$ cat src/logic/mmm_pkg.sv
//////////////////////////////
// mmm package
// widths, limb types and enums shared by the montgomery multiplier
//////////////////////////////
package mmm_pkg;

    // operand and limb geometry
    localparam int OP_W   = 256;
    localparam int LIMB_W = 87;
    localparam int N_LIMB = 3;
    // montgomery radix is 2^R_W, three full limbs
    localparam int R_W    = N_LIMB * LIMB_W;
    // wide enough for a six limb product
    localparam int ACC_W  = 2 * N_LIMB * LIMB_W;
    // limb pairs walked in one stage
    localparam int N_STEP = N_LIMB * N_LIMB;

    typedef logic [OP_W-1:0]   op_word_t;
    typedef logic [R_W-1:0]    r_word_t;
    typedef logic [OP_W:0]     res_t;
    typedef logic [LIMB_W-1:0] limb_t;
    typedef logic [ACC_W-1:0]  acc_t;
    typedef logic [1:0]        limb_idx_t;
    typedef logic [3:0]        step_t;

    // what the MAC multiplies during a stage
    typedef enum logic [1:0] {
        OP_AB,
        OP_QM,
        OP_UM
    } mac_op_e;

    typedef enum logic [2:0] {
        ST_IDLE,
        ST_AB,
        ST_QM,
        ST_UM,
        ST_DONE
    } mmm_state_e;

endpackage

$ cat src/logic/mmm_step_if.sv
//////////////////////////////
// per-step control from the FSM and step counter to the datapath
//////////////////////////////
interface mmm_step_if;
    import mmm_pkg::*;

    mac_op_e   op;
    logic      start;
    logic      step_en;
    logic      load;
    limb_idx_t i_idx;
    limb_idx_t j_idx;
    logic      last;

    modport ctrl (
        output op,
        output start,
        output step_en,
        output load,
        input  last
    );

    modport cnt (
        input  start,
        input  step_en,
        output i_idx,
        output j_idx,
        output last
    );

    modport dp (
        input  op,
        input  start,
        input  step_en,
        input  load,
        input  i_idx,
        input  j_idx
    );

endinterface

$ cat src/logic/limb_step_counter.sv
//////////////////////////////
// limb step counter
// walks the nine limb pairs of a stage
//////////////////////////////
module limb_step_counter (
    input  logic        i_clk,
    input  logic        i_rstn,
    mmm_step_if.cnt     step
);
    import mmm_pkg::*;

    step_t cnt_q;
    step_t cnt_cur;

    // start forces step zero in the same cycle
    assign cnt_cur = step.start ? step_t'(0) : cnt_q;

    always_ff @(posedge i_clk or negedge i_rstn) begin
        if (!i_rstn) begin
            cnt_q <= '0;
        end else if (step.step_en) begin
            cnt_q <= step_t'(cnt_cur + 1'b1);
        end
    end

    // row-major walk, i selects the left limb and j the right limb
    assign step.i_idx = limb_idx_t'(cnt_cur / N_LIMB);
    assign step.j_idx = limb_idx_t'(cnt_cur % N_LIMB);
    assign step.last  = step.step_en && (cnt_cur == step_t'(N_STEP - 1));

endmodule

$ cat src/flat_wrapper.sv
// flat-port wrapper written by rule: the top's interface ports become plain ports
module limb_step_counter_flat import mmm_pkg::*;
  (i_clk, i_rstn, step_start, step_step_en, step_i_idx, step_j_idx, step_last);
  mmm_step_if step_i ();
  input  logic i_clk;
  input  logic i_rstn;
  input wire logic [$bits(step_i.start)-1:0] step_start;
  input wire logic [$bits(step_i.step_en)-1:0] step_step_en;
  output wire logic [$bits(step_i.i_idx)-1:0] step_i_idx;
  output wire logic [$bits(step_i.j_idx)-1:0] step_j_idx;
  output wire logic [$bits(step_i.last)-1:0] step_last;
  assign step_i.start = step_start;
  assign step_i.step_en = step_step_en;
  assign step_i_idx = step_i.i_idx;
  assign step_j_idx = step_i.j_idx;
  assign step_last = step_i.last;
  limb_step_counter u_core (.i_clk(i_clk), .i_rstn(i_rstn), .step(step_i));
endmodule
$ cat config.mk
export PLATFORM = sky130hd
export DESIGN_NAME = limb_step_counter_flat
export DESIGN_NICKNAME = d
export VERILOG_FILES = /design/src/logic/mmm_pkg.sv /design/src/logic/mmm_step_if.sv /design/src/logic/limb_step_counter.sv /design/src/flat_wrapper.sv
export SDC_FILE = /design/constraint.sdc
export NUM_CORES = 1
export LEC_CHECK = 0
export BUFFER_PORTS_ARGS = -buffer_cell sky130_fd_sc_hd__buf_2
export CORE_AREA = 2 2 39 41
export DETAILED_ROUTE_END_ITERATION = 10
export DIE_AREA = 0 0 41 43
export HOLD_SLACK_MARGIN = 0.06
export SETUP_SLACK_MARGIN = 0.5
export SYNTH_ARGS = -nofsm -noshare
export SYNTH_HDL_FRONTEND = slang
export SYNTH_SLANG_ARGS = --single-unit
$ cat constraint.sdc
create_clock -name i_clk -period 5.8 [get_ports i_clk]
set_clock_uncertainty 0.1 [all_clocks]
set_input_delay 0.58 -clock i_clk [delete_from_list [all_inputs] [get_ports i_clk]]
set_output_delay 0.58 -clock i_clk [all_outputs]
set_load 0.01 [all_outputs]
# Word-level counts from Yosys, hierarchy flattened
# Cells that the tools add are included.
# W data, S select, Z words.
dict set report word_totals {
  regBits 4
  output_inout_bits 5
}
dict set report classes {
  add_sub_neg 1
  div_mod_pow 2
  eq_ne 1
  muxes 1
  n_reduce_logical 1
}
# op count
set ops {}
lappend ops {{$div A4 B2 Y32 const B} 1}
lappend ops {{$mod A4 B2 Y32 const B} 1}
lappend ops {{$add A4 B1 Y4 const B} 1}
lappend ops {{$eq A4 B4 Y1 const B} 1}
lappend ops {{$mux W4} 1}
lappend ops {{$logic_and A1 B1 Y1} 1}

# Depth between registers and ports, before layout
dict set report depth {
  depth_word 3
  depth_mapped 9
  ltp_nobuf 9
}

# Worst setup path before layout
# OpenSTA, ideal clock, no wires.
dict set report synth_timing {
  kind {input port to output port}
  from {input step_start}
  to {output step_j_idx[1]}
  t_arrival_ps 2326
  slack_ps 2794
  cell_stages 9
  n_path_buf 0
  path_cell_list {nand2b_2 -> inv_2 -> ha_1 -> ha_1 -> a211o_2 -> xnor2_1 -> ha_1 -> o41ai_1 -> o22ai_1}
}
dict set report synth_between {
  elab_chain_cells 2
}
# element line_no
set synth_lines {}
lappend synth_lines {{from (decl)} flat_wrapper.sv:7} ;# input wire logic [$bits(step_i.start)-1:0] step_start;
lappend synth_lines {{$mux W4} limb_step_counter.sv:16} ;# assign cnt_cur = step.start ? step_t'(0) : cnt_q;
lappend synth_lines {{$mod A4 B2 Y32} limb_step_counter.sv:28} ;# assign step.j_idx = limb_idx_t'(cnt_cur % N_LIMB);
lappend synth_lines {{to (decl)} flat_wrapper.sv:10} ;# output wire logic [$bits(step_i.j_idx)-1:0] step_j_idx;
# Every way passes these cells.

# Worst setup path after layout
# Same ends and word-level chain as after synthesis.

==> results by group <==
Run status
  – Status: finished, final reports clean

Final layout
  – Layout cells sized above 1: 0.339
  – Largest reg by FF count: u_core.cnt_q
  – Commonest non-fill, non-tap cell in the layout: buf_2
  – Regs by FF count: u_core.cnt_q: 4 flops
  – Largest register FFs: 4
  – Final Cell Area: 523 um2
  – Final Util: 0.378
  – Ant diodes: 0
  – Final #Nets: 72
  – Commonest cells after routing, fill and taps aside: buf_2 (8), ha_1 (7), inv_1 (4), nor2_1 (4), dfrtp_1 (4)
  – Area growth syn-to-layout: 21.5%
  – Non-filler cells, final: 75

Worst setup path
  – CP peak stage delay: 0.36 ns
  – Worst r2r src: u_core.cnt_q[0]
  – Largest delay share family, worst path: compound AO/OA/AOI/OAI gates
  – Crit-path max FO: 8
  – Crit path kind: input port to output port
  – CP cell instances: buf_2 > nand2b_2 > inv_2 > ha_1 > ha_1 > a211o_2 > xnor2_1 > ha_1 > o41ai_1 > o22ai_1 > buf_2
  – Crit path buffers/inverters: 3
  – Worst Setup SP: step_start
  – FF-to-FF path depth: 4
  – Crit. path cell count: 11
  – CP max-delay cell: o41ai_1
  – CP Launch Type: input port
  – Worst EP required: 5.12 ns
  – Critical Path Most Common Cell: ha_1
  – Data arrival, critical path: 2.72 ns
  – CP Capture Type: output port

Place
  – GP Congestion: 0.670
  – # placed instances: 71
  – Place WS: 2.39 ns
  – DP Area: 490 um2
  – DP HPWL: 639 um
  – IO buf count: 8

Clocking
  – Postcts setup bufs: 0
  – CTS HTree Levels: 1
  – CTS tree: done
  – # hold bufs at CTS: 1
  – Clk slew on worst S/H paths: 0.04 ns
  – Clk sink count: 4
  – PostCTS Resize Cnt: 0
  – Root Driver: clkbuf_4
  – Total CTS buffers: 3
  – Clock Tree Buf Depth: 2
  – Worst-Skew Late Latency: 0.23 ns

Yosys
  – Yosys cell types: 25
  – Cells after Synth: 47
  – Post-synthesis async set-or-reset flop share: 1.00
  – Yosys top cell area share: 0.233
  – Number of flops mapped to enable cells by yosys: 0
  – Seq/Total Area, Yosys: 0.233
  – Seq cells post-synth: 4
  – Synth Warn #: 0
  – Avg Inst Size Synth: 9.16 um2
  – Area contributors post-synth: dfrtp_1 (23%), ha_1 (20%), xnor2_1 (6.1%)
  – Most used DFF post-synth: dfrtp_1
  – Cell area after synthesis: 430 um2
  – Synthesized Nets: 58
  – Top cell type by total area after synthesis: dfrtp_1

Timing
  – Total Neg Setup Slack: 0 ns
  – Max-slew headroom: 0.808
  – Tightest Pin Transition: 0.284 ns
  – Endpoints failing setup: 0
  – Tmin final: 3.40 ns
  – WHS: 0.469 ns
  – Max Freq: 0.294 GHz
  – RSZ-0062 raised after global routing: no
  – Max-slew violation count: 0
  – Fin worst setup slack: 2.40 ns
  – Final worst path period share: 0.586
  – Final Hold Fails: 0

Global routing
  – Initial antenna violation count: 0
  – Overflow left after global routing: 0
  – Largest net degree at the start of global routing: 9
  – First-pass GRT wire length: 1390 um
  – Gr usage total: 0.113
  – Vias in the first global route: 358

Flow run
  – Max_cap viols: 0

Floorplanning
  – Overall die height: 43 um
  – Total die area: 1760 um2
  – Ports: 9
  – Initial Util: 0.311
  – Core area: 1380 um2
  – Die W: 41 um
  – Num rows: 14

Hold path
  – Hold Path Cell Cnt: 1
  – Min-delay src: u_core.cnt_q[1]
  – Worst hold path class: flip-flop to flip-flop

Detailed routing
  – Residual DRC: 0
  – DRT antenna net count: 0
  – DR vias: 374
  – 1st-iter DRT viols: 4
  – TritonRoute pass-1 iters: 4
  – Total Wirelength: 794 um
  – Drt wl/cell: 10.6 um
  – Vias per inst: 4.99

Power
  – Power Density: 283 nW/um2
  – Final Power: 0.148 mW
  – Static leakage: 0.260 nW
  – Max VDD drop: 133 uV
final timing paths:
check | end | slack (ns)
max in group asynchronous | u_core.cnt_q[2] | 4.90
hold / removal | u_core.cnt_q[1] | 0.47
hold reg to reg | u_core.cnt_q[1] | 0.47
setup / recovery | step_j_idx[1] | 2.40
min in group asynchronous | u_core.cnt_q[1] | 0.59
setup reg to reg | u_core.cnt_q[1] | 4.39
report_power, final:
part           total, mW  switching, mW  internal [mW]
registers         0.0432        0.00881         0.0344
clock network     0.0331         0.0100         0.0230
logic             0.0720         0.0360         0.0360
total              0.148         0.0548         0.0934
layer usage:
| metal | share of wire | GRT usage | routed length [um] | vias to the layer above |
|---|---|---|---|---|
| met2 | 0.51 | 0.175 | 406 | 5 |
| met4 | 0 | 0.0600 | 0 | 0 |
| met1 | 0.46 | 0.155 | 367 | 178 |
| li1 | - | - | - | 191 |
| met5 | 0 | 0 | 0 | - |
| met3 | 0.025 | 0 | 20 | 0 |
synth_stat cells, drive strengths merged (2+ instances only):
library cell  number
dfrtp              4
nand3              2
a21oi              2
nor2               4
xnor2              3
o22ai              2
ha                 7
mux2               2
nand2b             2
nor3b              2
nand2              2
inv                5
worst reg2reg max path: cells and delay by family, from the launching register on:
| family | cells | cell delay [ns] |
|---|---|---|
| flops | 1 | 0.37 |
| buf+inv | 1 | 0.13 |
| fa+ha+maj | 1 | 0.23 |
| mux | 1 | 0.26 |
| simple gates | 1 | 0.20 |
final cells by class:
type	count	area, um2
Timing Repair Buffer	9	50.0
Inverter	5	18.8
Tap cell	16	20.0
Fill cell	158	861
Clock buffer	3	22.5
Multi-Input combinational cell	38	312
Sequential cell	4	100
cells by family (layout without fill, tap and decap cells):
group | Yosys count | after routing | synth area share
compound gates | 10 | 10 | 0.174
flops | 4 | 4 | 0.233
buf+inv | 5 | 17 | 0.0436
fa+ha+maj | 7 | 7 | 0.203
xor+xnor | 3 | 3 | 0.0611
simple gates | 16 | 16 | 0.233
mux | 2 | 2 | 0.0523
No activity file was read; power rests on OpenSTA's default activity.
