$ cat src/logic/mmm_pkg.sv
//////////////////////////////
// mmm package
// widths, limb types and enums shared by the montgomery multiplier
//////////////////////////////
package mmm_pkg;

    // operand and limb geometry
    localparam int OP_W   = 256;
    localparam int LIMB_W = 87;
    localparam int N_LIMB = 3;
    // montgomery radix is 2^R_W, three full limbs
    localparam int R_W    = N_LIMB * LIMB_W;
    // wide enough for a six limb product
    localparam int ACC_W  = 2 * N_LIMB * LIMB_W;
    // limb pairs walked in one stage
    localparam int N_STEP = N_LIMB * N_LIMB;

    typedef logic [OP_W-1:0]   op_word_t;
    typedef logic [R_W-1:0]    r_word_t;
    typedef logic [OP_W:0]     res_t;
    typedef logic [LIMB_W-1:0] limb_t;
    typedef logic [ACC_W-1:0]  acc_t;
    typedef logic [1:0]        limb_idx_t;
    typedef logic [3:0]        step_t;

    // what the MAC multiplies during a stage
    typedef enum logic [1:0] {
        OP_AB,
        OP_QM,
        OP_UM
    } mac_op_e;

    typedef enum logic [2:0] {
        ST_IDLE,
        ST_AB,
        ST_QM,
        ST_UM,
        ST_DONE
    } mmm_state_e;

endpackage

$ cat src/logic/mmm_step_if.sv
//////////////////////////////
// per-step control from the FSM and step counter to the datapath
//////////////////////////////
interface mmm_step_if;
    import mmm_pkg::*;

    mac_op_e   op;
    logic      start;
    logic      step_en;
    logic      load;
    limb_idx_t i_idx;
    limb_idx_t j_idx;
    logic      last;

    modport ctrl (
        output op,
        output start,
        output step_en,
        output load,
        input  last
    );

    modport cnt (
        input  start,
        input  step_en,
        output i_idx,
        output j_idx,
        output last
    );

    modport dp (
        input  op,
        input  start,
        input  step_en,
        input  load,
        input  i_idx,
        input  j_idx
    );

endinterface

$ cat src/logic/mmm_ctrl.sv
//////////////////////////////
// mmm controller
// runs both handshakes and steps through the ab, qm and um stages
//////////////////////////////
module mmm_ctrl (
    input  logic        i_clk,
    input  logic        i_rstn,
    input  logic        i_valid,
    output logic        o_ready,
    output logic        o_valid,
    input  logic        i_ready,
    mmm_step_if.ctrl    step
);
    import mmm_pkg::*;

    mmm_state_e state_q;
    mmm_state_e state_d;
    logic       start_q;
    logic       accept;
    logic       in_stage_d;

    // only one operation in flight, so input is taken in idle only
    assign accept = i_valid && (state_q == ST_IDLE);

    always_comb begin
        state_d = state_q;
        case (state_q)
            ST_IDLE: begin
                if (i_valid) begin
                    state_d = ST_AB;
                end
            end
            ST_AB: begin
                if (step.last) begin
                    state_d = ST_QM;
                end
            end
            ST_QM: begin
                if (step.last) begin
                    state_d = ST_UM;
                end
            end
            ST_UM: begin
                if (step.last) begin
                    state_d = ST_DONE;
                end
            end
            ST_DONE: begin
                // hold the result until the consumer takes it
                if (i_ready) begin
                    state_d = ST_IDLE;
                end
            end
            default: begin
                state_d = ST_IDLE;
            end
        endcase
    end

    assign in_stage_d = (state_d == ST_AB) || (state_d == ST_QM) || (state_d == ST_UM);

    always_ff @(posedge i_clk or negedge i_rstn) begin
        if (!i_rstn) begin
            state_q <= ST_IDLE;
            start_q <= 1'b0;
        end else begin
            state_q <= state_d;
            // first cycle of every stage
            start_q <= in_stage_d && (state_d != state_q);
        end
    end

    ////////////////////////////////
    // step control
    ////////////////////////////////
    always_comb begin
        case (state_q)
            ST_QM:   step.op = OP_QM;
            ST_UM:   step.op = OP_UM;
            default: step.op = OP_AB;
        endcase
    end

    assign step.start   = start_q;
    assign step.step_en = (state_q == ST_AB) || (state_q == ST_QM) || (state_q == ST_UM);
    assign step.load    = accept;

    assign o_ready = (state_q == ST_IDLE);
    assign o_valid = (state_q == ST_DONE);

endmodule

$ cat src/flat_wrapper.sv
// flat-port wrapper written by rule: the top's interface ports become plain ports
module mmm_ctrl_flat import mmm_pkg::*;
  (i_clk, i_rstn, i_valid, o_ready, o_valid, i_ready, step_op, step_start, step_step_en, step_load, step_last);
  mmm_step_if step_i ();
  input  logic i_clk;
  input  logic i_rstn;
  input  logic i_valid;
  output logic o_ready;
  output logic o_valid;
  input  logic i_ready;
  output wire logic [$bits(step_i.op)-1:0] step_op;
  output wire logic [$bits(step_i.start)-1:0] step_start;
  output wire logic [$bits(step_i.step_en)-1:0] step_step_en;
  output wire logic [$bits(step_i.load)-1:0] step_load;
  input wire logic [$bits(step_i.last)-1:0] step_last;
  assign step_op = step_i.op;
  assign step_start = step_i.start;
  assign step_step_en = step_i.step_en;
  assign step_load = step_i.load;
  assign step_i.last = step_last;
  mmm_ctrl u_core (.i_clk(i_clk), .i_rstn(i_rstn), .i_valid(i_valid), .o_ready(o_ready), .o_valid(o_valid), .i_ready(i_ready), .step(step_i));
endmodule
$ cat config.mk
export PLATFORM = sky130hd
export DESIGN_NAME = mmm_ctrl_flat
export DESIGN_NICKNAME = d
export VERILOG_FILES = /design/src/logic/mmm_pkg.sv /design/src/logic/mmm_step_if.sv /design/src/logic/mmm_ctrl.sv /design/src/flat_wrapper.sv
export SDC_FILE = /design/constraint.sdc
export NUM_CORES = 1
export LEC_CHECK = 0
export ABC_AREA = 1
export BUFFER_PORTS_ARGS = -buffer_cell sky130_fd_sc_hd__buf_2
export CAP_MARGIN = 20
export CORE_AREA = 8 8 45 47
export DETAILED_ROUTE_END_ITERATION = 8
export DIE_AREA = 0 0 53 55
export RECOVER_POWER = 100
export REMOVE_ABC_BUFFERS = 1
export SETUP_SLACK_MARGIN = 0.02
export SYNTH_ARGS = -nofsm -noshare
export SYNTH_HDL_FRONTEND = slang
export SYNTH_SLANG_ARGS = --single-unit
$ cat constraint.sdc
create_clock -name i_clk -period 2.2 [get_ports i_clk]
set_input_delay 0.22 -clock i_clk [delete_from_list [all_inputs] [get_ports i_clk]]
set_output_delay 0.22 -clock i_clk [all_outputs]
set_load 0.01 [all_outputs]
# Word level (Yosys, flattened, before mapping)
# Cells that the tools add are included.
[totals]
register_bits = 4
in_bits = 5
output_inout_bits = 7
[op_classes]
eq_ne = 8
mux = 7
n_reduce_logical = 7
[ops]
columns = ["op", "n"]
rows = [
  ["two-way mux 3 bit", 5],
  ["one-hot mux 3 bit (5 select lines)", 1],
  ["equality test 3 x 2 -> 1 bit (second input constant)", 4],
  ["equality test 3 x 1 -> 1 bit (second input constant)", 2],
  ["logical OR 1 bit", 4],
  ["one-hot mux 2 bit (2 select lines)", 1],
  ["equality test 3 bit (second input constant)", 1],
  ["zero test 3 bit", 1],
  ["!= test 3 bit", 1],
  ["logical AND 1 bit", 2],
]

# Logic depth before layout (Yosys ltp)
[logic_depth]
depth_word = 6
depth_mapped = 9

# Least setup slack after synthesis
# No wires, ideal clock.
[synth_timing]
kind = "reg2reg"
startpoint = "register u_core.state_q[0]"
endpoint = "register u_core.start_q, in the netlist u_core.step.start"
setup_time_ns = 0.113
arrival_time_ns = 0.961
t_required_ns = 2.087
slack_ns = 1.127
stages_incl_launch_ff = 7
cell_sequence = "dfrtp_1 nor2_2 nand3_1 nand3_1 nand3_1 nand2_1 inv_1"
[synth_between]
elab_chain_cells = 6
elab_cells_between_ends = 18
[synth_rtl]
columns = ["item", "line", "text"]
rows = [
  ["start: declaration", "mmm_ctrl.sv:16", "mmm_state_e state_q;"],
  ["start signal: assignment", "mmm_ctrl.sv:67", "state_q <= state_d;"],
  ["equality test 3 bit (tied with other cells)", "mmm_ctrl.sv:27", "case (state_q)"],
  ["one-hot mux 3 bit (5 select lines)", "mmm_ctrl.sv:27", ""],
  ["equality test 3 x 1 -> 1 bit / equality test 3 x 2 -> 1 bit (equally long branches)", "mmm_ctrl.sv:60", "assign in_stage_d = (state_d == ST_AB) || (state_d == ST_QM) || (state_d == ST_UM);"],
  ["logical OR 1 bit (2 in a row)", "mmm_ctrl.sv:60", ""],
  ["logical AND 1 bit *", "mmm_ctrl.sv:69", "start_q <= in_stage_d && (state_d != state_q);"],
  ["end signal: assignment", "mmm_ctrl.sv:69", ""],
  ["end: declaration", "mmm_ctrl.sv:18", "logic start_q;"],
]
# Mark *: on every way between the ends. The rest lies on a longest branch, timed or not.

# Worst setup path after layout
[layout_timing]
startpoint = "register u_core.state_q[0]"
endpoint = "output port step_load"
[layout_between]
elab_chain_cells = 2
[layout_rtl]
columns = ["item", "line", "text"]
rows = [
  ["zero test 3 bit", "mmm_ctrl.sv:23", "assign accept = i_valid && (state_q == ST_IDLE);"],
  ["logical AND 1 bit", "mmm_ctrl.sv:23", ""],
  ["end: declaration", "flat_wrapper.sv:14", "output wire logic [$bits(step_i.load)-1:0] step_load;"],
]
# No other way between the ends.

==> flow_summary.yaml <==
global_routing:
  grt_pass1_vias: 278
  grt_pass1_wl_um: 1120
  grt_max_degree: 8
  antenna_found_initial: 0
  grt.overflow.total: 0
  grtUsageTotal: 0.0547
min_path:
  hold_path.class: "in -> reg"
detailed_routing:
  ant_nets: 0
  drc_errors: 0
  wire_per_inst_um: 9.91
  drt-total-wl_um: 654
  vias_per_cell: 3.94
  vias: 260
  firstDrtPassIters: 3
  drtIter0Drc: 4
cells_and_area:
  syn_to_final_growth_pct: 38.7
  final_common_cell: "inv_1"
  layout_common_cells: "inv_1 (9), clkbuf_1 (7), nor2_1 (6), nand2_1 (6), nand3_1 (5)"
  fillCellCount: 171
  final_core_util: 0.243
  multi_input_area_um2: 104
  num_antenna_cells: 0
  fin_nets: 57
  final_layout_size_suffix_gt1_frac: 0.180
  regArea_um2: 100
power:
  vdd_drop_max_v: 0.000271
  seqPwrFrac: 0.280
  clkPwrFrac: 0.168
  p_comb_frac: 0.552
  p_per_area_nw_per_um2: 1550
  p_leak_nw: 0.195
  p_sw_w: 0.000248
  switching_share: 0.475
  intPower_w: 0.000274
timing:
  slew_headroom: 0.841
  slew_viol_final: 0
  rsz0062_at_grt: "no"
  hold_viol_final: 0
  finalWorstSetupSlack_ps: 669
  holdWs_ps: 194
  fin_crit_sh: 0.696
  period_needed_ps: 1530
  finalSetupTns_ps: 0
  worst_pin_slew_ps: 237
  setup_violations: 0
  skew_ps: 1.78
  fmax_mhz: 653
cts:
  clockBufferDepth: 2
  cts_setup_buffers: 0
  numCtsBuffers: 3
  clk_pin_slew_worst_paths_ps: 40
  cts-root-buf: "clkbuf_4"
  tritoncts: "yes"
  cts_resized: 0
  clock_sinks: 4
  htree_levels: 1
  clk_latency_ps: 230
die:
  core_um2: 1380
  fp-row-count: 14
  design.die.area_um2: 2920
  initial_utilization: 0.175
  die_h_um: 55
  io_pins: 12
  dieWidth_um: 53
worst_setup_path:
  r2r_slack_ps: 940
  worstPathArrival_ps: 1310
  critPathKind: "reg -> out"
  critical_path.max_stage_delay_ps: 440
  path_cells: "nor2_1 -> nand3_1 -> inv_1 -> clkbuf_1"
  slowest_stage: "dfrtp_1"
  critPathMaxFanout: 7
  worstSetupEndpointType: "output pin"
  critical_path_required_ps: 1980
  cp-start-kind: "flop"
yosys:
  synthDistinctLibCells: 10
  synth.mux.area_fraction: 0
  synth_xor_area_frac: 0
  ys_seq_area_frac: 0.412
  synth-compound-area-share: 0.0670
  yosys.area_share.simple: 0.381
  syn_inst: 35
  synthAdderAreaFrac: 0
  synth_top_family_by_area: "simple AND/OR/NAND/NOR gates"
  synth-seq-cells: 4
  syn_area_um2: 243
  ys_warn_count: 0
  avgSynthCellArea_um2: 6.94
place:
  gp_congestion: 0.753
  dpl_worst_slack_ps: 975
  place_hpwl_um: 536
  io_buffers: 11
status:
  status: "completed"
flow_run:
  maxCapViolCount: 0
==> synthesized netlist by cell type <==
cell type,instances,share of area
nor3_1,1,0.021
nor2_2,2,0.052
nand2_1,6,0.093
o21bai_1,1,0.031
nand2_2,2,0.052
nand3_1,5,0.10
o32ai_1,1,0.036
dfrtp_1,4,0.41
inv_1,9,0.14
nor2_1,4,0.062
==> flip-flops by register name, summed over array words and instances (netlist names) <==
name and flops:
u_core.step.start 1, u_core.state_q 3
==> worst max-delay path, delay by kind of cell (launching register included) <==
family	cells	cell delay, ps
buffers and inverters	2	240
flip-flops	1	440
AND/OR/NAND/NOR	2	410
==> layout make-up <==
class	instances	share of cell area
Sequential cell	4	0.297
Clock buffer	3	0.0669
Multi-Input combinational cell	22	0.309
Tap cell	16	0.0595
Inverter	9	0.100
Timing Repair Buffer	12	0.167
==> layer usage <==
layer,part of all wire,track usage,vias up
met3,0.11,0.0241,0
met5,0,0,-
met4,0,0.0647,0
li1,-,-,136
met2,0.50,0.0820,7
met1,0.39,0.0519,117
==> kinds of logic after synthesis <==
group           Yosys count
flops                     4
compound gates            2
simple gates             20
buf+inv                   9
==> repair_timing <==
item | 4_1_cts | 5_1_grt
hold buffers | 1 | 0
setup endpoints to repair | 0 | 0
endpoints found under the hold margin | 4 | 0
==> power groups by stage <==
stage          clock network, W  registers (W)  logic (W)
2_1_floorplan                 0       0.000145   0.000208
3_3_place_gp                  0       0.000147   0.000304
3_5_place_dp                  0       0.000150   0.000311
4_1_cts               0.0000931       0.000149   0.000313
5_1_grt                0.000100       0.000153   0.000326
6_report              0.0000877       0.000146   0.000288
==> path summary, 6_finish.rpt <==
check	start	end	cells after the start
max in group asynchronous	i_rstn	u_core.step.start$_DFF_PN0_	2
min in group asynchronous	i_rstn	u_core.state_q[0]$_DFF_PN0_	2
setup / recovery	u_core.state_q[0]$_DFF_PN0_	step_load	4
hold / removal	i_ready	u_core.state_q[2]$_DFF_PN0_	2
setup reg to reg	u_core.state_q[0]$_DFF_PN0_	u_core.step.start$_DFF_PN0_	6
hold reg to reg	u_core.state_q[1]$_DFF_PN0_	u_core.state_q[2]$_DFF_PN0_	2
==> stage by stage <==
stage / cell area (µm²) / cells / total power [W]
after CTS: 350 / 66 / 0.000555
after floorplan: 243 / 35 / 0.000353
after detailed placement: 318 / 62 / 0.000461
after global placement: 318 / 62 / 0.000452
after global routing: 337 / 66 / 0.000580
final: 337 / 66 / 0.000521
Note: power is estimated with default switching activity, not from simulation.
